File: config.mk
export PLATFORM = sky130hd
export DESIGN_NAME = bd_splitter
export DESIGN_NICKNAME = d
export VERILOG_FILES = /design/src/verilog/rxbd_pkg.sv /design/src/verilog/bd_splitter.sv
export SDC_FILE = /design/constraint.sdc
export NUM_CORES = 1
export LEC_CHECK = 0
export BUFFER_PORTS_ARGS = -buffer_cell sky130_fd_sc_hd__buf_2
export CAP_MARGIN = 20
export CORE_UTILIZATION = 50
export DETAILED_ROUTE_END_ITERATION = 8
export HOLD_SLACK_MARGIN = 0.05
export PLACE_DENSITY = 0.86
export SLEW_MARGIN = 20
export SYNTH_ARGS = -nofsm -noshare
export SYNTH_HDL_FRONTEND = slang
export SYNTH_SLANG_ARGS = --single-unit
File: constraint.sdc
create_clock -name clk_sys -period 3.9 [get_ports clk_sys]
set_input_delay 0 -clock clk_sys [delete_from_list [all_inputs] [get_ports clk_sys]]
set_output_delay 0 -clock clk_sys [all_outputs]
set_load 0.02 [all_outputs]
File: src/verilog/rxbd_pkg.sv
//--------------------
// shared constants of the rx BD command path
// BD word with raw and field views
//--------------------

package rxbd_pkg;

    // ddr channel select comes from the top two address bits
    localparam int CHAN_NUM = 4;
    localparam int CHAN_W = 2;

    localparam int ADDR_W = 36;
    localparam int LEN_W = 32;

    // 4 KB pages
    localparam int PAGE_BITS = 12;

    localparam int BD_W = 128;

    // queued command layout, msb first: len, addr, last
    localparam int CMD_W = LEN_W + ADDR_W + 1;

    //--------------------
    // BD word
    //--------------------
    // the input queue only stores the raw word
    // the splitter reads length and destination from the field view
    typedef union packed {
        logic [BD_W-1:0] raw;
        struct packed {
            logic [BD_W-LEN_W-ADDR_W-1:0] rsv;
            logic [LEN_W-1:0]             len;
            logic [ADDR_W-1:0]            addr;
        } fld;
    } bd_word_t;

endpackage

File: src/verilog/bd_splitter.sv
//--------------------
// BD splitter
// pops BDs, cuts them into 4 KB read commands
// routes commands by channel, logs channel order
//--------------------

`timescale 1ns/10ps

module bd_splitter
    import rxbd_pkg::*;
(
    input  logic                clk_sys,
    input  logic                rst,
    input  logic                bd_empty,
    input  bd_word_t            bd_rdata,
    output logic                bd_pop,
    input  logic [CHAN_NUM-1:0] chan_afull,
    input  logic                seq_afull,
    output logic [CHAN_NUM-1:0] cmd_wr,
    output logic [LEN_W-1:0]    cmd_len,
    output logic [ADDR_W-1:0]   cmd_addr,
    output logic                cmd_last,
    output logic                seq_wr,
    output logic [CHAN_W-1:0]   seq_chan,
    output logic                len_err
);

    localparam int SEG_W = LEN_W - PAGE_BITS + 1;
    localparam int PAGE_W = ADDR_W - CHAN_W - PAGE_BITS;
    localparam logic [LEN_W-1:0] SEG_BYTES = LEN_W'(1) << PAGE_BITS;

    logic                       stall_s1;
    logic                       stall_s2;
    logic                       busy;
    logic                       first_seg;
    logic [SEG_W-1:0]           seg_left;
    logic [PAGE_BITS:0]         last_len;
    logic [ADDR_W-1:0]          cur_addr;
    logic [LEN_W-PAGE_BITS-1:0] bd_pages;
    logic [PAGE_BITS-1:0]       bd_rem;
    logic [SEG_W-1:0]           bd_segs;
    logic [PAGE_BITS:0]         bd_last_len;
    logic                       issue;
    logic                       finish;
    logic [CHAN_W-1:0]          chan;

    //--------------------
    // decode of the head BD
    //--------------------
    assign bd_pages = bd_rdata.fld.len[LEN_W-1:PAGE_BITS];
    assign bd_rem   = bd_rdata.fld.len[PAGE_BITS-1:0];

    // segment count and size of the final segment
    always_comb begin
        if (bd_rem != '0) begin
            bd_segs     = {1'b0, bd_pages} + SEG_W'(1);
            bd_last_len = {1'b0, bd_rem};
        end else if (bd_pages != '0) begin
            bd_segs     = {1'b0, bd_pages};
            bd_last_len = SEG_BYTES[PAGE_BITS:0];
        end else begin
            // zero length still yields one empty command
            bd_segs     = SEG_W'(1);
            bd_last_len = '0;
        end
    end

    //--------------------
    // stall and pop
    //--------------------
    always_ff @(posedge clk_sys or posedge rst) begin
        if (rst) begin
            stall_s1 <= 1'b0;
            stall_s2 <= 1'b0;
        end else begin
            stall_s1 <= (|chan_afull) | seq_afull;
            stall_s2 <= stall_s1;
        end
    end

    // first segment goes out regardless of stall, the rest wait
    assign issue  = busy & (first_seg | ~stall_s2);
    assign finish = issue & (seg_left == SEG_W'(1));

    always_ff @(posedge clk_sys or posedge rst) begin
        if (rst) begin
            bd_pop  <= 1'b0;
            seq_wr  <= 1'b0;
            len_err <= 1'b0;
        end else begin
            // a split ending this cycle does not block the next pop
            bd_pop  <= ~bd_empty & ~(busy & ~finish) & ~stall_s2 & ~bd_pop;
            seq_wr  <= bd_pop;
            len_err <= bd_pop & (bd_rdata.fld.len == '0);
        end
    end

    //--------------------
    // segment issue
    //--------------------
    always_ff @(posedge clk_sys or posedge rst) begin
        if (rst) begin
            busy      <= 1'b0;
            first_seg <= 1'b0;
            seg_left  <= '0;
        end else if (bd_pop) begin
            busy      <= 1'b1;
            first_seg <= 1'b1;
            seg_left  <= bd_segs;
        end else if (issue) begin
            first_seg <= 1'b0;
            seg_left  <= seg_left - SEG_W'(1);
            if (finish) begin
                busy <= 1'b0;
            end
        end
    end

    // page step carries through bits 33..12, channel bits stay put
    always_ff @(posedge clk_sys) begin
        if (bd_pop) begin
            cur_addr <= bd_rdata.fld.addr;
            last_len <= bd_last_len;
        end else if (issue) begin
            cur_addr[ADDR_W-CHAN_W-1:PAGE_BITS] <=
                cur_addr[ADDR_W-CHAN_W-1:PAGE_BITS] + PAGE_W'(1);
        end
    end

    assign chan     = cur_addr[ADDR_W-1 -: CHAN_W];
    assign cmd_last = (seg_left == SEG_W'(1));
    assign cmd_len  = cmd_last ? LEN_W'(last_len) : SEG_BYTES;
    assign cmd_addr = cur_addr;
    assign cmd_wr   = issue ? (CHAN_NUM'(1) << chan) : '0;
    assign seq_chan = chan;

endmodule

==> results of run 1 <==
## per-stage QoR
step                instance area (um^2)  power (W)
floorplan                           4380    0.00117
global placement                    4930    0.00123
detailed placement                  4930    0.00124
CTS                                 5840    0.00195
global route                        5840    0.00203
finish                              5840    0.00194
## worst register-to-register path, stage by stage, from the launching register on
cell,delay [ns]
sky130_fd_sc_hd__dfrtp_1,0.41
sky130_fd_sc_hd__or4_4,0.56
sky130_fd_sc_hd__or4_4,0.56
sky130_fd_sc_hd__nor3_4,0.51
sky130_fd_sc_hd__nand2_1,0.10
sky130_fd_sc_hd__a21o_1,0.18
## layout make-up
cell class / count / area share
clock buffer: 10 / 0.0236
clock inverter: 6 / 0.0131
inverter: 9 / 0.00578
multi-input combinational: 290 / 0.326
sequential: 77 / 0.373
tap: 105 / 0.0225
timing repair buffer: 205 / 0.236
## cells in the mapped netlist, drive strengths merged
cell / n
a21o: 2
ha: 5
o41ai: 1
a211oi: 1
xor2: 32
nor3b: 2
nand4b: 1
clkbuf: 23
mux2: 1
a31oi: 2
nand4: 15
nor4: 13
o21ai: 23
xnor2: 24
mux2i: 14
a311oi: 1
nor2: 15
o41a: 1
nor3: 15
dfrtp: 28
edfxtp: 49
buf: 25
o21a: 1
and4: 7
nor4b: 2
o22ai: 1
and3: 8
nand2: 38
and2: 13
inv: 9
and3b: 1
or4: 4
nand3: 18
conb: 1
or3: 3
nand2b: 3
a21oi: 4
## worst max-delay path by stage
stage	startpoint	endpoint	depth (start not counted)
after floorplan	bd_pop$_DFF_PP0_	cmd_addr[12]$_DFFE_PP_	2
after global placement	seg_left[7]$_DFFE_PP0P_	busy$_DFFE_PP0P_	5
after detailed placement	seg_left[6]$_DFFE_PP0P_	busy$_DFFE_PP0P_	5
after CTS	seg_left[7]$_DFFE_PP0P_	cmd_len[9]	5
after global routing	seg_left[7]$_DFFE_PP0P_	cmd_len[10]	5
final	seg_left[7]$_DFFE_PP0P_	cmd_len[10]	5
## cells by family (layout without fill, tap and decap cells)
group           count (synthesis)  count (layout)  synth area share
mux                            15              15            0.0351
simple gates                  158             158             0.213
buf+inv                        57             230            0.0699
compound gates                 37              37            0.0493
other cells                     1              19          0.000869
flops                          77              77             0.504
fa+ha+maj                       5               5            0.0145
xor+xnor                       56              56             0.114
## timing repair
action,4_1_cts,5_1_grt
gates resized for setup,0,0
hold endpoints to repair,95,0
hold buffers,70,0
setup buffers,0,0
## power breakdown
part | internal (W) | total (W) | leakage, nW | switching, W
clock | 0.000326 | 0.000655 | 0.110 | 0.000330
combinational | 0.000156 | 0.000298 | 1.47 | 0.000142
sequential | 0.000927 | 0.000990 | 0.757 | 0.0000637
## layer usage
metal,wire length (um),part of all wire
met5,0,0
met4,252,0.022
met3,827,0.072
met2,5880,0.51
met1,4480,0.39
==> tab_implementation.tex, run 1 <==
\begin{tabular}{lr}
\hline
Metric & Value \\
\hline
\multicolumn{2}{l}{\textbf{Status}} \\
\quad Outcome & completed \\
\multicolumn{2}{l}{\textbf{Setup path}} \\
\quad Max stage delay on crit path & 0.56 ns \\
\quad Endpoint of the lowest-slack register-to-register path & busy\$\_DFFE\_PP0P\_ \\
\quad Crit Path Category & flip-flop to output port \\
\quad Critical path's top delay family & simple AND/OR/NAND/NOR gates \\
\quad Maximum fanout along the worst path & 16 \\
\quad CP max-delay cell & sky130\_fd\_sc\_hd\_\_or4\_4 \\
\quad Worst-path cell chain & or4\_4 > or4\_4 > nor3\_4 > and2\_1 > buf\_2 \\
\quad CP most frequent cell & sky130\_fd\_sc\_hd\_\_or4\_4 \\
\quad Critical Path AT & 2.78 ns \\
\quad Worst path required time & approximately 3.9 ns \\
\quad Worst setup slack for register-to-register paths & about 1.5 ns \\
\quad Reg2Reg Launch Point & seg\_left[7]\$\_DFFE\_PP0P\_ \\
\quad CP Capture Type & output port \\
\quad Kind of start point of the critical path & flip-flop \\
\quad Worst r2r path cells & 5 \\
\quad Crit path buf inv count & 1 \\
\multicolumn{2}{l}{\textbf{Finish}} \\
\quad Flip-flop count of the largest register, all copies and words added & 36 \\
\quad Area occupied by multi-input gates & $\sim$1900 um\^{}2 \\
\quad Most frequent standard cell in the layout excluding fill and tap cells & sky130\_fd\_sc\_hd\_\_buf\_2 \\
\quad Share of post-route cells with drive strength above 1 & 0.273 \\
\quad Register Area & about 2200 um\^{}2 \\
\quad Commonest cells after routing, fill and taps aside & sky130\_fd\_sc\_hd\_\_buf\_2, sky130\_fd\_sc\_hd\_\_dlygate4sd3\_1, sky130\_fd\_sc\_hd\_\_edfxtp\_1 \\
\quad Fin cells & 702 \\
\quad Filler cell count in the final layout & approximately 560 \\
\quad Final-stage net count & between 700 and 800 \\
\quad Number of antenna diodes & 0 \\
\quad Synth-to-layout area growth & 35.4\% \\
\quad Final Core Density & 0.704 \\
\multicolumn{2}{l}{\textbf{Route}} \\
\quad Post-route DRC violation count & 0 \\
\quad Post-detailed-routing wire length & roughly 11,000 um \\
\quad DR iter-0 viols & 159 \\
\quad Via count normalized by instance count & $\sim$5.4 \\
\quad Routed length per instance & 16.3 um \\
\quad First-pass iteration count of the detailed router & 4 \\
\quad Number of nets with antenna violations after routing & 0 \\
\quad Detailed-route via count & about 3,800 \\
\multicolumn{2}{l}{\textbf{Power}} \\
\quad Maximum ir drop on the vdd rail & 0.333 mV \\
\quad Cell Pwr Density & between 300 and 400 nW/um\^{}2 \\
\quad Static leakage & $\sim$2.3 nW \\
\multicolumn{2}{l}{\textbf{Global routing}} \\
\quad Total global routing overflow & 0 \\
\quad Largest net degree at the start of global routing & 61 \\
\quad Global-route wire length before repair & around 18,000 um \\
\quad Via count of the first global-routing pass & $\sim$3,800 \\
\quad GR Util All Layers & 0.265 \\
\quad Met2 Usage GRT & 0.483 \\
\quad Initial antenna violation count & 0 \\
\quad Global routing's busiest layer & met2 \\
\quad Met3 capacity usage during global routing & 0.0588 \\
\quad Met1 Usage GRT & 0.302 \\
\multicolumn{2}{l}{\textbf{STA}} \\
\quad Final period utilization & 0.712 \\
\quad Highest clock frequency the design can meet & between 300 and 400 MHz \\
\quad Maximum clock skew at final layout & roughly 0.014 ns \\
\quad Count of final hold-check violations & 0 \\
\quad Worst-Margin Slew & around 1.0 ns \\
\quad Unrepaired setup endpoints after global routing & false \\
\quad Setup-violating endpoint count in the final report & 0 \\
\quad Max-slew headroom & 0.306 \\
\quad Time the final worst path needs with I/O delays and setup & between 2 and 3 ns \\
\quad Final WS setup & roughly 1.1 ns \\
\quad Smallest hold slack & roughly 0.082 ns \\
\quad Final slew viol count & 0 \\
\quad Setup TNS & 0 ns \\
\multicolumn{2}{l}{\textbf{Floorplanning}} \\
\quad Initial standard-cell utilization of the core & 0.520 \\
\quad Die span in x & about 95 um \\
\quad Chip Height & roughly 95 um \\
\quad CORE AREA & 8300 um\^{}2 \\
\quad I/O pin total & $\sim$210 \\
\quad Placement row count & 33 \\
\quad Area enclosed by the die boundary & roughly 9000 um\^{}2 \\
\multicolumn{2}{l}{\textbf{Clocking}} \\
\quad Sinks on Clock Net & slightly below 80 \\
\quad Cts bufs inserted & 9 \\
\quad Maximum clock insertion buffer count & 2 \\
\quad Count of H-tree levels built during CTS & 3 \\
\quad Clock tree from TritonCTS & yes \\
\quad Clock latency reported for the late side of the worst-skew pair & approximately 0.36 ns \\
\quad CTS Root Cell & sky130\_fd\_sc\_hd\_\_clkbuf\_8 \\
\quad Clock slew at the register clock pins of the worst setup and hold paths & approximately 0.090 ns \\
\multicolumn{2}{l}{\textbf{Yosys}} \\
\quad Synth Instances & 406 \\
\quad Cell taking the most area after synthesis & sky130\_fd\_sc\_hd\_\_edfxtp\_1 \\
\quad Number of distinct library cell variants in the gate-level netlist after synthesis & 44 \\
\quad Yosys warns & 0 \\
\quad Portion of synthesized cell area occupied by the leading cell type & 0.341 \\
\quad Mapped cell area & 4310 um\^{}2 \\
\quad Post-synthesis average cell area & approximately 11 um\^{}2 \\
\quad Register bit count reported by yosys & 77 \\
\quad Part of the Yosys area used for sequential elements & 0.504 \\
\quad Main area contributors after synthesis & sky130\_fd\_sc\_hd\_\_edfxtp\_1, sky130\_fd\_sc\_hd\_\_dfrtp\_1, sky130\_fd\_sc\_hd\_\_xor2\_1, sky130\_fd\_sc\_hd\_\_xnor2\_1, sky130\_fd\_sc\_hd\_\_buf\_4 \\
\multicolumn{2}{l}{\textbf{Placement}} \\
\quad Placer Congestion & 0.833 \\
\quad Count of input and output buffers & 134 \\
\quad Worst slack after detailed placement & between 1 and 1.5 ns \\
\quad Half-perimeter wire length after detailed placement & 6860 um \\
\quad Placed cell count & 616 \\
\multicolumn{2}{l}{\textbf{Worst hold path}} \\
\quad Min-Delay Startpoint & bd\_rdata[49] \\
\quad Hold WC Path Type & primary input to flip-flop \\
\quad Cell depth of the worst min-delay path & 4 \\
\quad Hold-critical path endpoint & seg\_left[1]\$\_DFFE\_PP0P\_ \\
\multicolumn{2}{l}{\textbf{Job}} \\
\quad Maximum Capacitance Violations & 0 \\
\hline
\end{tabular}
Power figures use the tool's default switching activity.
==> run 2, diff against run 1 <==
Settings changed: CORE_UTILIZATION 50 to 46, PLACE_DENSITY 0.86 to 0.8.
Clock period 3.9 ns to 2.81 ns, I/O delays scaled along.
==> run 2 against run 1 <==
  * Core utilization down 4.1 points
  * Setup slack worse by 0.93 ns
  * Sequential cell count unchanged
  * Global-route usage fell by 3.7 points
  * Clock-buffer cell count is 1 lower
  * Power is 42% higher
  * Hold slack lost 0.029 ns
  * Critical path depth increased by 1
  * First-iteration DRC count up 48%
  * Via count down 1.0%
  * Critical path type unchanged
  * Largest cell class unchanged
  * Largest power group unchanged
  * Highest routed layer unchanged
==> tab_implementation.tex, run 2 (synthesis gave the netlist of run 1 again) <==
\begin{tabular}{lr}
\hline
Metric & Value \\
\hline
\multicolumn{2}{l}{\textbf{Status}} \\
\quad Outcome & completed (unchanged) \\
\multicolumn{2}{l}{\textbf{Floorplanning}} \\
\quad Chip Height & 98.8 um (was 94.9 um) \\
\quad Initial standard-cell utilization of the core & 0.485 (was 0.520) \\
\quad I/O pin total & 214 (unchanged) \\
\quad CORE AREA & 8890 um\^{}2 (was 8300 um\^{}2) \\
\quad Area enclosed by the die boundary & 9770 um\^{}2 (was 9000 um\^{}2) \\
\quad Die span in x & 98.8 um (was 94.9 um) \\
\quad Placement row count & 34 (was 33) \\
\multicolumn{2}{l}{\textbf{Placement}} \\
\quad Count of input and output buffers & 134 (unchanged) \\
\quad Half-perimeter wire length after detailed placement & 6820 um (was 6860 um) \\
\quad Placer Congestion & 0.853 (was 0.833) \\
\quad Worst slack after detailed placement & 0.386 ns (was 1.49 ns) \\
\multicolumn{2}{l}{\textbf{STA}} \\
\quad Final WS setup & 0.193 ns (was 1.12 ns) \\
\quad Time the final worst path needs with I/O delays and setup & between 2 and 3 ns \\
\quad Worst-Margin Slew & 0.901 ns (was 1.04 ns) \\
\quad Final period utilization & 0.931 \\
\quad Maximum clock skew at final layout & 0.00865 ns (was 0.0140 ns) \\
\quad Smallest hold slack & 0.0537 ns (was 0.0824 ns) \\
\quad Unrepaired setup endpoints after global routing & false (unchanged) \\
\quad Count of final hold-check violations & 0 (unchanged) \\
\quad Max-slew headroom & 0.398 (was 0.306) \\
\quad Setup-violating endpoint count in the final report & 0 (unchanged) \\
\quad Setup TNS & 0 ns (unchanged) \\
\quad Highest clock frequency the design can meet & 382 MHz \\
\quad Final slew viol count & 0 (unchanged) \\
\multicolumn{2}{l}{\textbf{Clocking}} \\
\quad Clock slew at the register clock pins of the worst setup and hold paths & 0.09 ns (about the same) \\
\quad Clock tree from TritonCTS & yes (unchanged) \\
\quad Sinks on Clock Net & 77 (unchanged) \\
\quad Maximum clock insertion buffer count & 2 (unchanged) \\
\quad CTS Root Cell & sky130\_fd\_sc\_hd\_\_clkbuf\_8 (unchanged) \\
\quad Cts bufs inserted & 9 (unchanged) \\
\quad Count of H-tree levels built during CTS & 3 (unchanged) \\
\quad Clock latency reported for the late side of the worst-skew pair & 0.35 ns (was 0.36 ns) \\
\multicolumn{2}{l}{\textbf{Route}} \\
\quad Post-route DRC violation count & 0 (unchanged) \\
\quad DR iter-0 viols & 235 (was 159) \\
\quad Post-detailed-routing wire length & 11,000 um (was 11,400 um) \\
\quad First-pass iteration count of the detailed router & 4 (unchanged) \\
\quad Number of nets with antenna violations after routing & 0 (unchanged) \\
\quad Via count normalized by instance count & 5.31 (was 5.41) \\
\quad Routed length per instance & 15.5 um (was 16.3 um) \\
\quad Detailed-route via count & 3,757 (was 3,795) \\
\multicolumn{2}{l}{\textbf{Setup path}} \\
\quad Worst path required time & 2.81 ns (was 3.90 ns) \\
\quad Startpoint of the worst setup timing path & seg\_left[11]\$\_DFFE\_PP0P\_ (was seg\_left[7]\$\_DFFE\_PP0P\_) \\
\quad CP Capture Type & output port (unchanged) \\
\quad Critical Path AT & 2.62 ns (was 2.78 ns) \\
\quad Maximum fanout along the worst path & 16 (unchanged) \\
\quad Worst setup slack for register-to-register paths & 0.51 ns (was 1.48 ns) \\
\quad Crit Path Category & flip-flop to output port (unchanged) \\
\quad Reg2Reg Launch Point & seg\_left[11]\$\_DFFE\_PP0P\_ (was seg\_left[7]\$\_DFFE\_PP0P\_) \\
\quad Kind of start point of the critical path & flip-flop (unchanged) \\
\multicolumn{2}{l}{\textbf{Finish}} \\
\quad Final-stage net count & 735 (was 733) \\
\quad Share of post-route cells with drive strength above 1 & 0.277 (was 0.273) \\
\quad Most frequent standard cell in the layout excluding fill and tap cells & sky130\_fd\_sc\_hd\_\_buf\_2 (unchanged) \\
\quad Final Core Density & 0.663 (was 0.704) \\
\quad Synth-to-layout area growth & 36.7\% (was 35.4\%) \\
\quad Number of antenna diodes & 0 (unchanged) \\
\quad Commonest cells after routing, fill and taps aside & sky130\_fd\_sc\_hd\_\_buf\_2, sky130\_fd\_sc\_hd\_\_dlygate4sd3\_1, sky130\_fd\_sc\_hd\_\_edfxtp\_1 (unchanged) \\
\quad Flip-flop count of the largest register, all copies and words added & 36 (unchanged) \\
\multicolumn{2}{l}{\textbf{Global routing}} \\
\quad Global-route wire length before repair & 17,400 um (was 18,100 um) \\
\quad Largest net degree at the start of global routing & 60 (was 61) \\
\quad GR Util All Layers & 0.228 (was 0.265) \\
\quad Via count of the first global-routing pass & 3,720 (was 3,800) \\
\quad Initial antenna violation count & 0 (unchanged) \\
\quad Total global routing overflow & 0 (unchanged) \\
\multicolumn{2}{l}{\textbf{Worst hold path}} \\
\quad Min-Delay Startpoint & bd\_rdata[65] (was bd\_rdata[49]) \\
\quad Hold WC Path Type & primary input to flip-flop (unchanged) \\
\multicolumn{2}{l}{\textbf{Power}} \\
\quad Overall Power & 0.00277 W (was 0.00194 W) \\
\quad Static leakage & 2.36 nW (was 2.34 nW) \\
\quad Cell Pwr Density & 469 nW/um\^{}2 (was 333 nW/um\^{}2) \\
\quad Maximum ir drop on the vdd rail & 0.293 mV (was 0.333 mV) \\
\multicolumn{2}{l}{\textbf{Job}} \\
\quad Maximum Capacitance Violations & 0 (unchanged) \\
\hline
\end{tabular}
[run 2: cell types whose count changed in the layout (fill, tap and decap cells not counted)]
cell	before	now
sky130_fd_sc_hd__buf_12	0	2
sky130_fd_sc_hd__buf_4	1	3
sky130_fd_sc_hd__bufinv_16	1	2
sky130_fd_sc_hd__clkbuf_8	10	9
sky130_fd_sc_hd__clkinvlp_4	0	1
sky130_fd_sc_hd__dlygate4sd3_1	70	68
sky130_fd_sc_hd__inv_1	8	9
sky130_fd_sc_hd__inv_2	1	0
sky130_fd_sc_hd__inv_6	3	2
[run 2: layout make-up]
cell class	count	area [um^2]
Fill cell	666	3000
Sequential cell	77	2180
Timing Repair Buffer	207	1410
Clock inverter	7	105
Clock buffer	9	124
Multi-Input combinational cell	290	1910
Tap cell	108	135
Inverter	9	33.8
[run 2: critical path, stage by stage (launching register included)]
cell                      delay (ns)
sky130_fd_sc_hd__dfrtp_1        0.45
sky130_fd_sc_hd__or4_4          0.60
sky130_fd_sc_hd__or4_4          0.50
sky130_fd_sc_hd__nor3_4         0.24
sky130_fd_sc_hd__buf_12         0.16
sky130_fd_sc_hd__and2_1         0.14
sky130_fd_sc_hd__buf_2          0.16
[run 2: repair_timing]
action / CTS / global route
endpoints found under the hold margin: 88 / 0
hold buffers: 68 / 0
resized for setup: 0 / 0
buffers inserted: 0 / 1
setup endpoints to repair: 0 / 12
[run 2: path summary, 6_finish.rpt]
kind,to,cells past startpoint
max reg2reg,busy$_DFFE_PP0P_,6
min reg2reg,stall_s2$_DFF_PP0_,0
max in group asynchronous,bd_pop$_DFF_PP0_,3
min,seg_left[17]$_DFFE_PP0P_,3
max,cmd_len[2],6
min in group asynchronous,seg_left[14]$_DFFE_PP0P_,3
[run 2: metal layers]
layer | GRT usage | vias to the layer above | wire, um
met3 | 0.0461 | 24 | 672
met2 | 0.410 | 196 | 5670
met4 | 0.0896 | 0 | 222
met5 | 0 | - | 0
li1 | - | 1778 | -
met1 | 0.266 | 1759 | 4410
[run 2: per-stage QoR]
stage	std cells	cell area (um^2)
6_report	707	5890
5_1_grt	707	5890
4_1_cts	706	5870
3_5_place_dp	622	4960
3_3_place_gp	622	4960
2_1_floorplan	424	4380
[run 2: report_power, final]
group	total (W)	switching, W	internal [W]
registers	0.00138	0.0000917	0.00129
logic	0.000415	0.000199	0.000216
clock network	0.000973	0.000459	0.000514
==> run 3, diff against run 2 <==
Settings changed: REMOVE_ABC_BUFFERS set to 1.
==> run 3 against run 2 <==
  * First-iteration DRC count is 57% lower
  * Die area stayed put
  * Register-to-register slack better by 0.03 ns
  * Power is 2.1% lower
  * Global-route usage is 1.6 points lower
  * Sequential cell count stayed put
  * Via count is 3.4% lower
  * Core utilization hardly changed
  * Setup slack better by 0.061 ns
==> tab_implementation.tex, run 3 (synthesis gave the netlist of run 1 again) <==
\begin{tabular}{lr}
\hline
Metric & Value \\
\hline
\multicolumn{2}{l}{\textbf{Status}} \\
\quad Outcome & completed (unchanged) \\
\multicolumn{2}{l}{\textbf{Floorplanning}} \\
\quad Die span in x & 98.8 um (unchanged) \\
\quad Placement row count & 34 (unchanged) \\
\quad Initial standard-cell utilization of the core & 0.485 (unchanged) \\
\quad I/O pin total & 214 (unchanged) \\
\quad Chip Height & 98.8 um (unchanged) \\
\quad CORE AREA & 8890 um\^{}2 (unchanged) \\
\quad Area enclosed by the die boundary & 9770 um\^{}2 (unchanged) \\
\multicolumn{2}{l}{\textbf{STA}} \\
\quad Highest clock frequency the design can meet & 391 MHz (was 382 MHz) \\
\quad Final WS setup & 0.255 ns (was 0.193 ns) \\
\quad Unrepaired setup endpoints after global routing & false (unchanged) \\
\quad Setup-violating endpoint count in the final report & 0 (unchanged) \\
\quad Max-slew headroom & 0.518 (was 0.398) \\
\quad Final slew viol count & 0 (unchanged) \\
\quad Final period utilization & 0.909 (was 0.931) \\
\quad Count of final hold-check violations & 0 (unchanged) \\
\quad Time the final worst path needs with I/O delays and setup & 2.56 ns (was 2.62 ns) \\
\quad Worst-Margin Slew & 0.716 ns (was 0.901 ns) \\
\quad Maximum clock skew at final layout & 0.00777 ns (was 0.00865 ns) \\
\multicolumn{2}{l}{\textbf{Route}} \\
\quad Number of nets with antenna violations after routing & 0 (unchanged) \\
\quad Detailed-route via count & 3,629 (was 3,757) \\
\quad Post-detailed-routing wire length & 10,100 um (was 11,000 um) \\
\quad DR iter-0 viols & 101 (was 235) \\
\quad Via count normalized by instance count & 5.12 (was 5.31) \\
\quad Routed length per instance & 14.3 um (was 15.5 um) \\
\quad Post-route DRC violation count & 0 (unchanged) \\
\quad First-pass iteration count of the detailed router & 5 (was 4) \\
\multicolumn{2}{l}{\textbf{Global routing}} \\
\quad Initial antenna violation count & 0 (unchanged) \\
\quad Largest net degree at the start of global routing & 45 (was 60) \\
\quad Total global routing overflow & 0 (unchanged) \\
\quad GR Util All Layers & 0.212 (was 0.228) \\
\quad Via count of the first global-routing pass & 3,536 (was 3,720) \\
\quad Global-route wire length before repair & 16,500 um (was 17,400 um) \\
\multicolumn{2}{l}{\textbf{Power}} \\
\quad Portion of total power attributed to sequential cells & 0.507 (was 0.498) \\
\quad Switching part of the total power & 0.252 (was 0.271) \\
\quad Static leakage & 2.37 nW (was 2.36 nW) \\
\quad Net Switching & 0.000681 W (was 0.000749 W) \\
\quad Overall Power & 0.00271 W (was 0.00277 W) \\
\quad Maximum ir drop on the vdd rail & 0.292 mV (was 0.293 mV) \\
\quad Internal cell power & 0.00203 W (was 0.00202 W) \\
\quad Cell Pwr Density & 459 nW/um\^{}2 (was 469 nW/um\^{}2) \\
\quad Combinational Power Share & 0.150 (about the same) \\
\quad Clock network power share & 0.343 (was 0.352) \\
\multicolumn{2}{l}{\textbf{Finish}} \\
\quad Number of antenna diodes & 0 (unchanged) \\
\quad Final Core Density & 0.663 (about the same) \\
\quad Synth-to-layout area growth & 36.6\% (was 36.7\%) \\
\quad Final-stage net count & 737 (was 735) \\
\quad Flip-flop count of the largest register, all copies and words added & 36 (unchanged) \\
\quad Commonest cells after routing, fill and taps aside & sky130\_fd\_sc\_hd\_\_buf\_2, sky130\_fd\_sc\_hd\_\_dlygate4sd3\_1, sky130\_fd\_sc\_hd\_\_edfxtp\_1 (unchanged) \\
\quad Share of post-route cells with drive strength above 1 & 0.278 (was 0.277) \\
\quad Most frequent standard cell in the layout excluding fill and tap cells & sky130\_fd\_sc\_hd\_\_buf\_2 (unchanged) \\
\multicolumn{2}{l}{\textbf{Placement}} \\
\quad Worst slack after detailed placement & 0.338 ns (was 0.386 ns) \\
\quad Half-perimeter wire length after detailed placement & 6640 um (was 6820 um) \\
\quad Placer Congestion & 0.818 (was 0.853) \\
\quad Count of input and output buffers & 134 (unchanged) \\
\multicolumn{2}{l}{\textbf{Clocking}} \\
\quad Maximum clock insertion buffer count & 2 (unchanged) \\
\quad Clock tree from TritonCTS & yes (unchanged) \\
\quad Post-CTS resize count & 0 (unchanged) \\
\quad Cts bufs inserted & 9 (unchanged) \\
\quad Clock slew at the register clock pins of the worst setup and hold paths & 0.08 ns (was 0.09 ns) \\
\quad Clock latency reported for the late side of the worst-skew pair & 0.34 ns (was 0.35 ns) \\
\quad Count of H-tree levels built during CTS & 3 (unchanged) \\
\quad Sinks on Clock Net & 77 (unchanged) \\
\quad CTS Root Cell & sky130\_fd\_sc\_hd\_\_clkbuf\_8 (unchanged) \\
\multicolumn{2}{l}{\textbf{Setup path}} \\
\quad CP Capture Type & output port (unchanged) \\
\quad Critical Path AT & 2.56 ns (was 2.62 ns) \\
\quad Maximum fanout along the worst path & 16 (unchanged) \\
\quad Worst path required time & 2.81 ns (about the same) \\
\quad Kind of start point of the critical path & flip-flop (unchanged) \\
\quad Crit Path Category & flip-flop to output port (unchanged) \\
\multicolumn{2}{l}{\textbf{Worst hold path}} \\
\quad Hold WC Path Type & primary input to flip-flop (unchanged) \\
\multicolumn{2}{l}{\textbf{Job}} \\
\quad Maximum Capacitance Violations & 0 (unchanged) \\
\hline
\end{tabular}
## run 3: layout make-up
type | count | area (um^2)
Fill cell | 675 | 3000
Sequential cell | 77 | 2180
Multi-Input combinational cell | 290 | 1910
Timing Repair Buffer | 209 | 1420
Clock buffer | 10 | 138
Tap cell | 108 | 135
Clock inverter | 6 | 86.3
Inverter | 9 | 33.8
## run 3: path summary, 6_finish.rpt
check | depth (start not counted) | to | from | slack, ns
max reg2reg | 6 | bd_pop$_DFF_PP0_ | seg_left[11]$_DFFE_PP0P_ | 0.54
max | 6 | cmd_len[3] | seg_left[11]$_DFFE_PP0P_ | 0.25
max in group asynchronous | 4 | seg_left[10]$_DFFE_PP0P_ | rst | 1.93
min in group asynchronous | 3 | seq_wr$_DFF_PP0_ | rst | 0.28
min | 3 | seg_left[5]$_DFFE_PP0P_ | bd_rdata[53] | 0.08
min reg2reg | 0 | stall_s2$_DFF_PP0_ | stall_s1$_DFF_PP0_ | 0.35
## run 3: timing repair
| item | in CTS | in global routing |
|---|---|---|
| hold endpoints to repair | 79 | 0 |
| hold buffers | 68 | 0 |
| endpoints found under the setup margin | 0 | 14 |
| buffers inserted | 0 | 1 |
## run 3: worst max-delay path, stage by stage, from the launching register on
cell and delay, ns:
sky130_fd_sc_hd__dfrtp_1 0.44, sky130_fd_sc_hd__or4_4 0.59, sky130_fd_sc_hd__or4_4 0.50, sky130_fd_sc_hd__nor3_4 0.24
sky130_fd_sc_hd__buf_12 0.16, sky130_fd_sc_hd__and2_1 0.13, sky130_fd_sc_hd__buf_2 0.16
## run 3: power by group through the flow
stage	clock, W	sequential [W]	combinational (W)
CTS	0.000950	0.00137	0.000405
global route	0.000998	0.00138	0.000455
finish	0.000928	0.00137	0.000407
floorplan	0	0.00139	0.000206
detailed placement	0	0.00139	0.000330
global placement	0	0.00139	0.000317
## run 3: per-stage QoR
step                hold WS, ns  cells  cell area, um^2  setup TNS (ns)
global placement         0.0904    624             4970               0
finish                   0.0816    709             5890               0
global route             0.0840    709             5890               0
CTS                      0.0574    708             5870               0
detailed placement       0.0965    624             4970               0
floorplan                0.0654    376             4110          -11.26
## run 3: metal layers
layer	GRT usage	routed length [um]	vias up
met3	0.0468	618	11
met1	0.260	4200	1687
met4	0.0471	101	0
li1	-	-	1786
met5	0	0	-
met2	0.380	5190	145
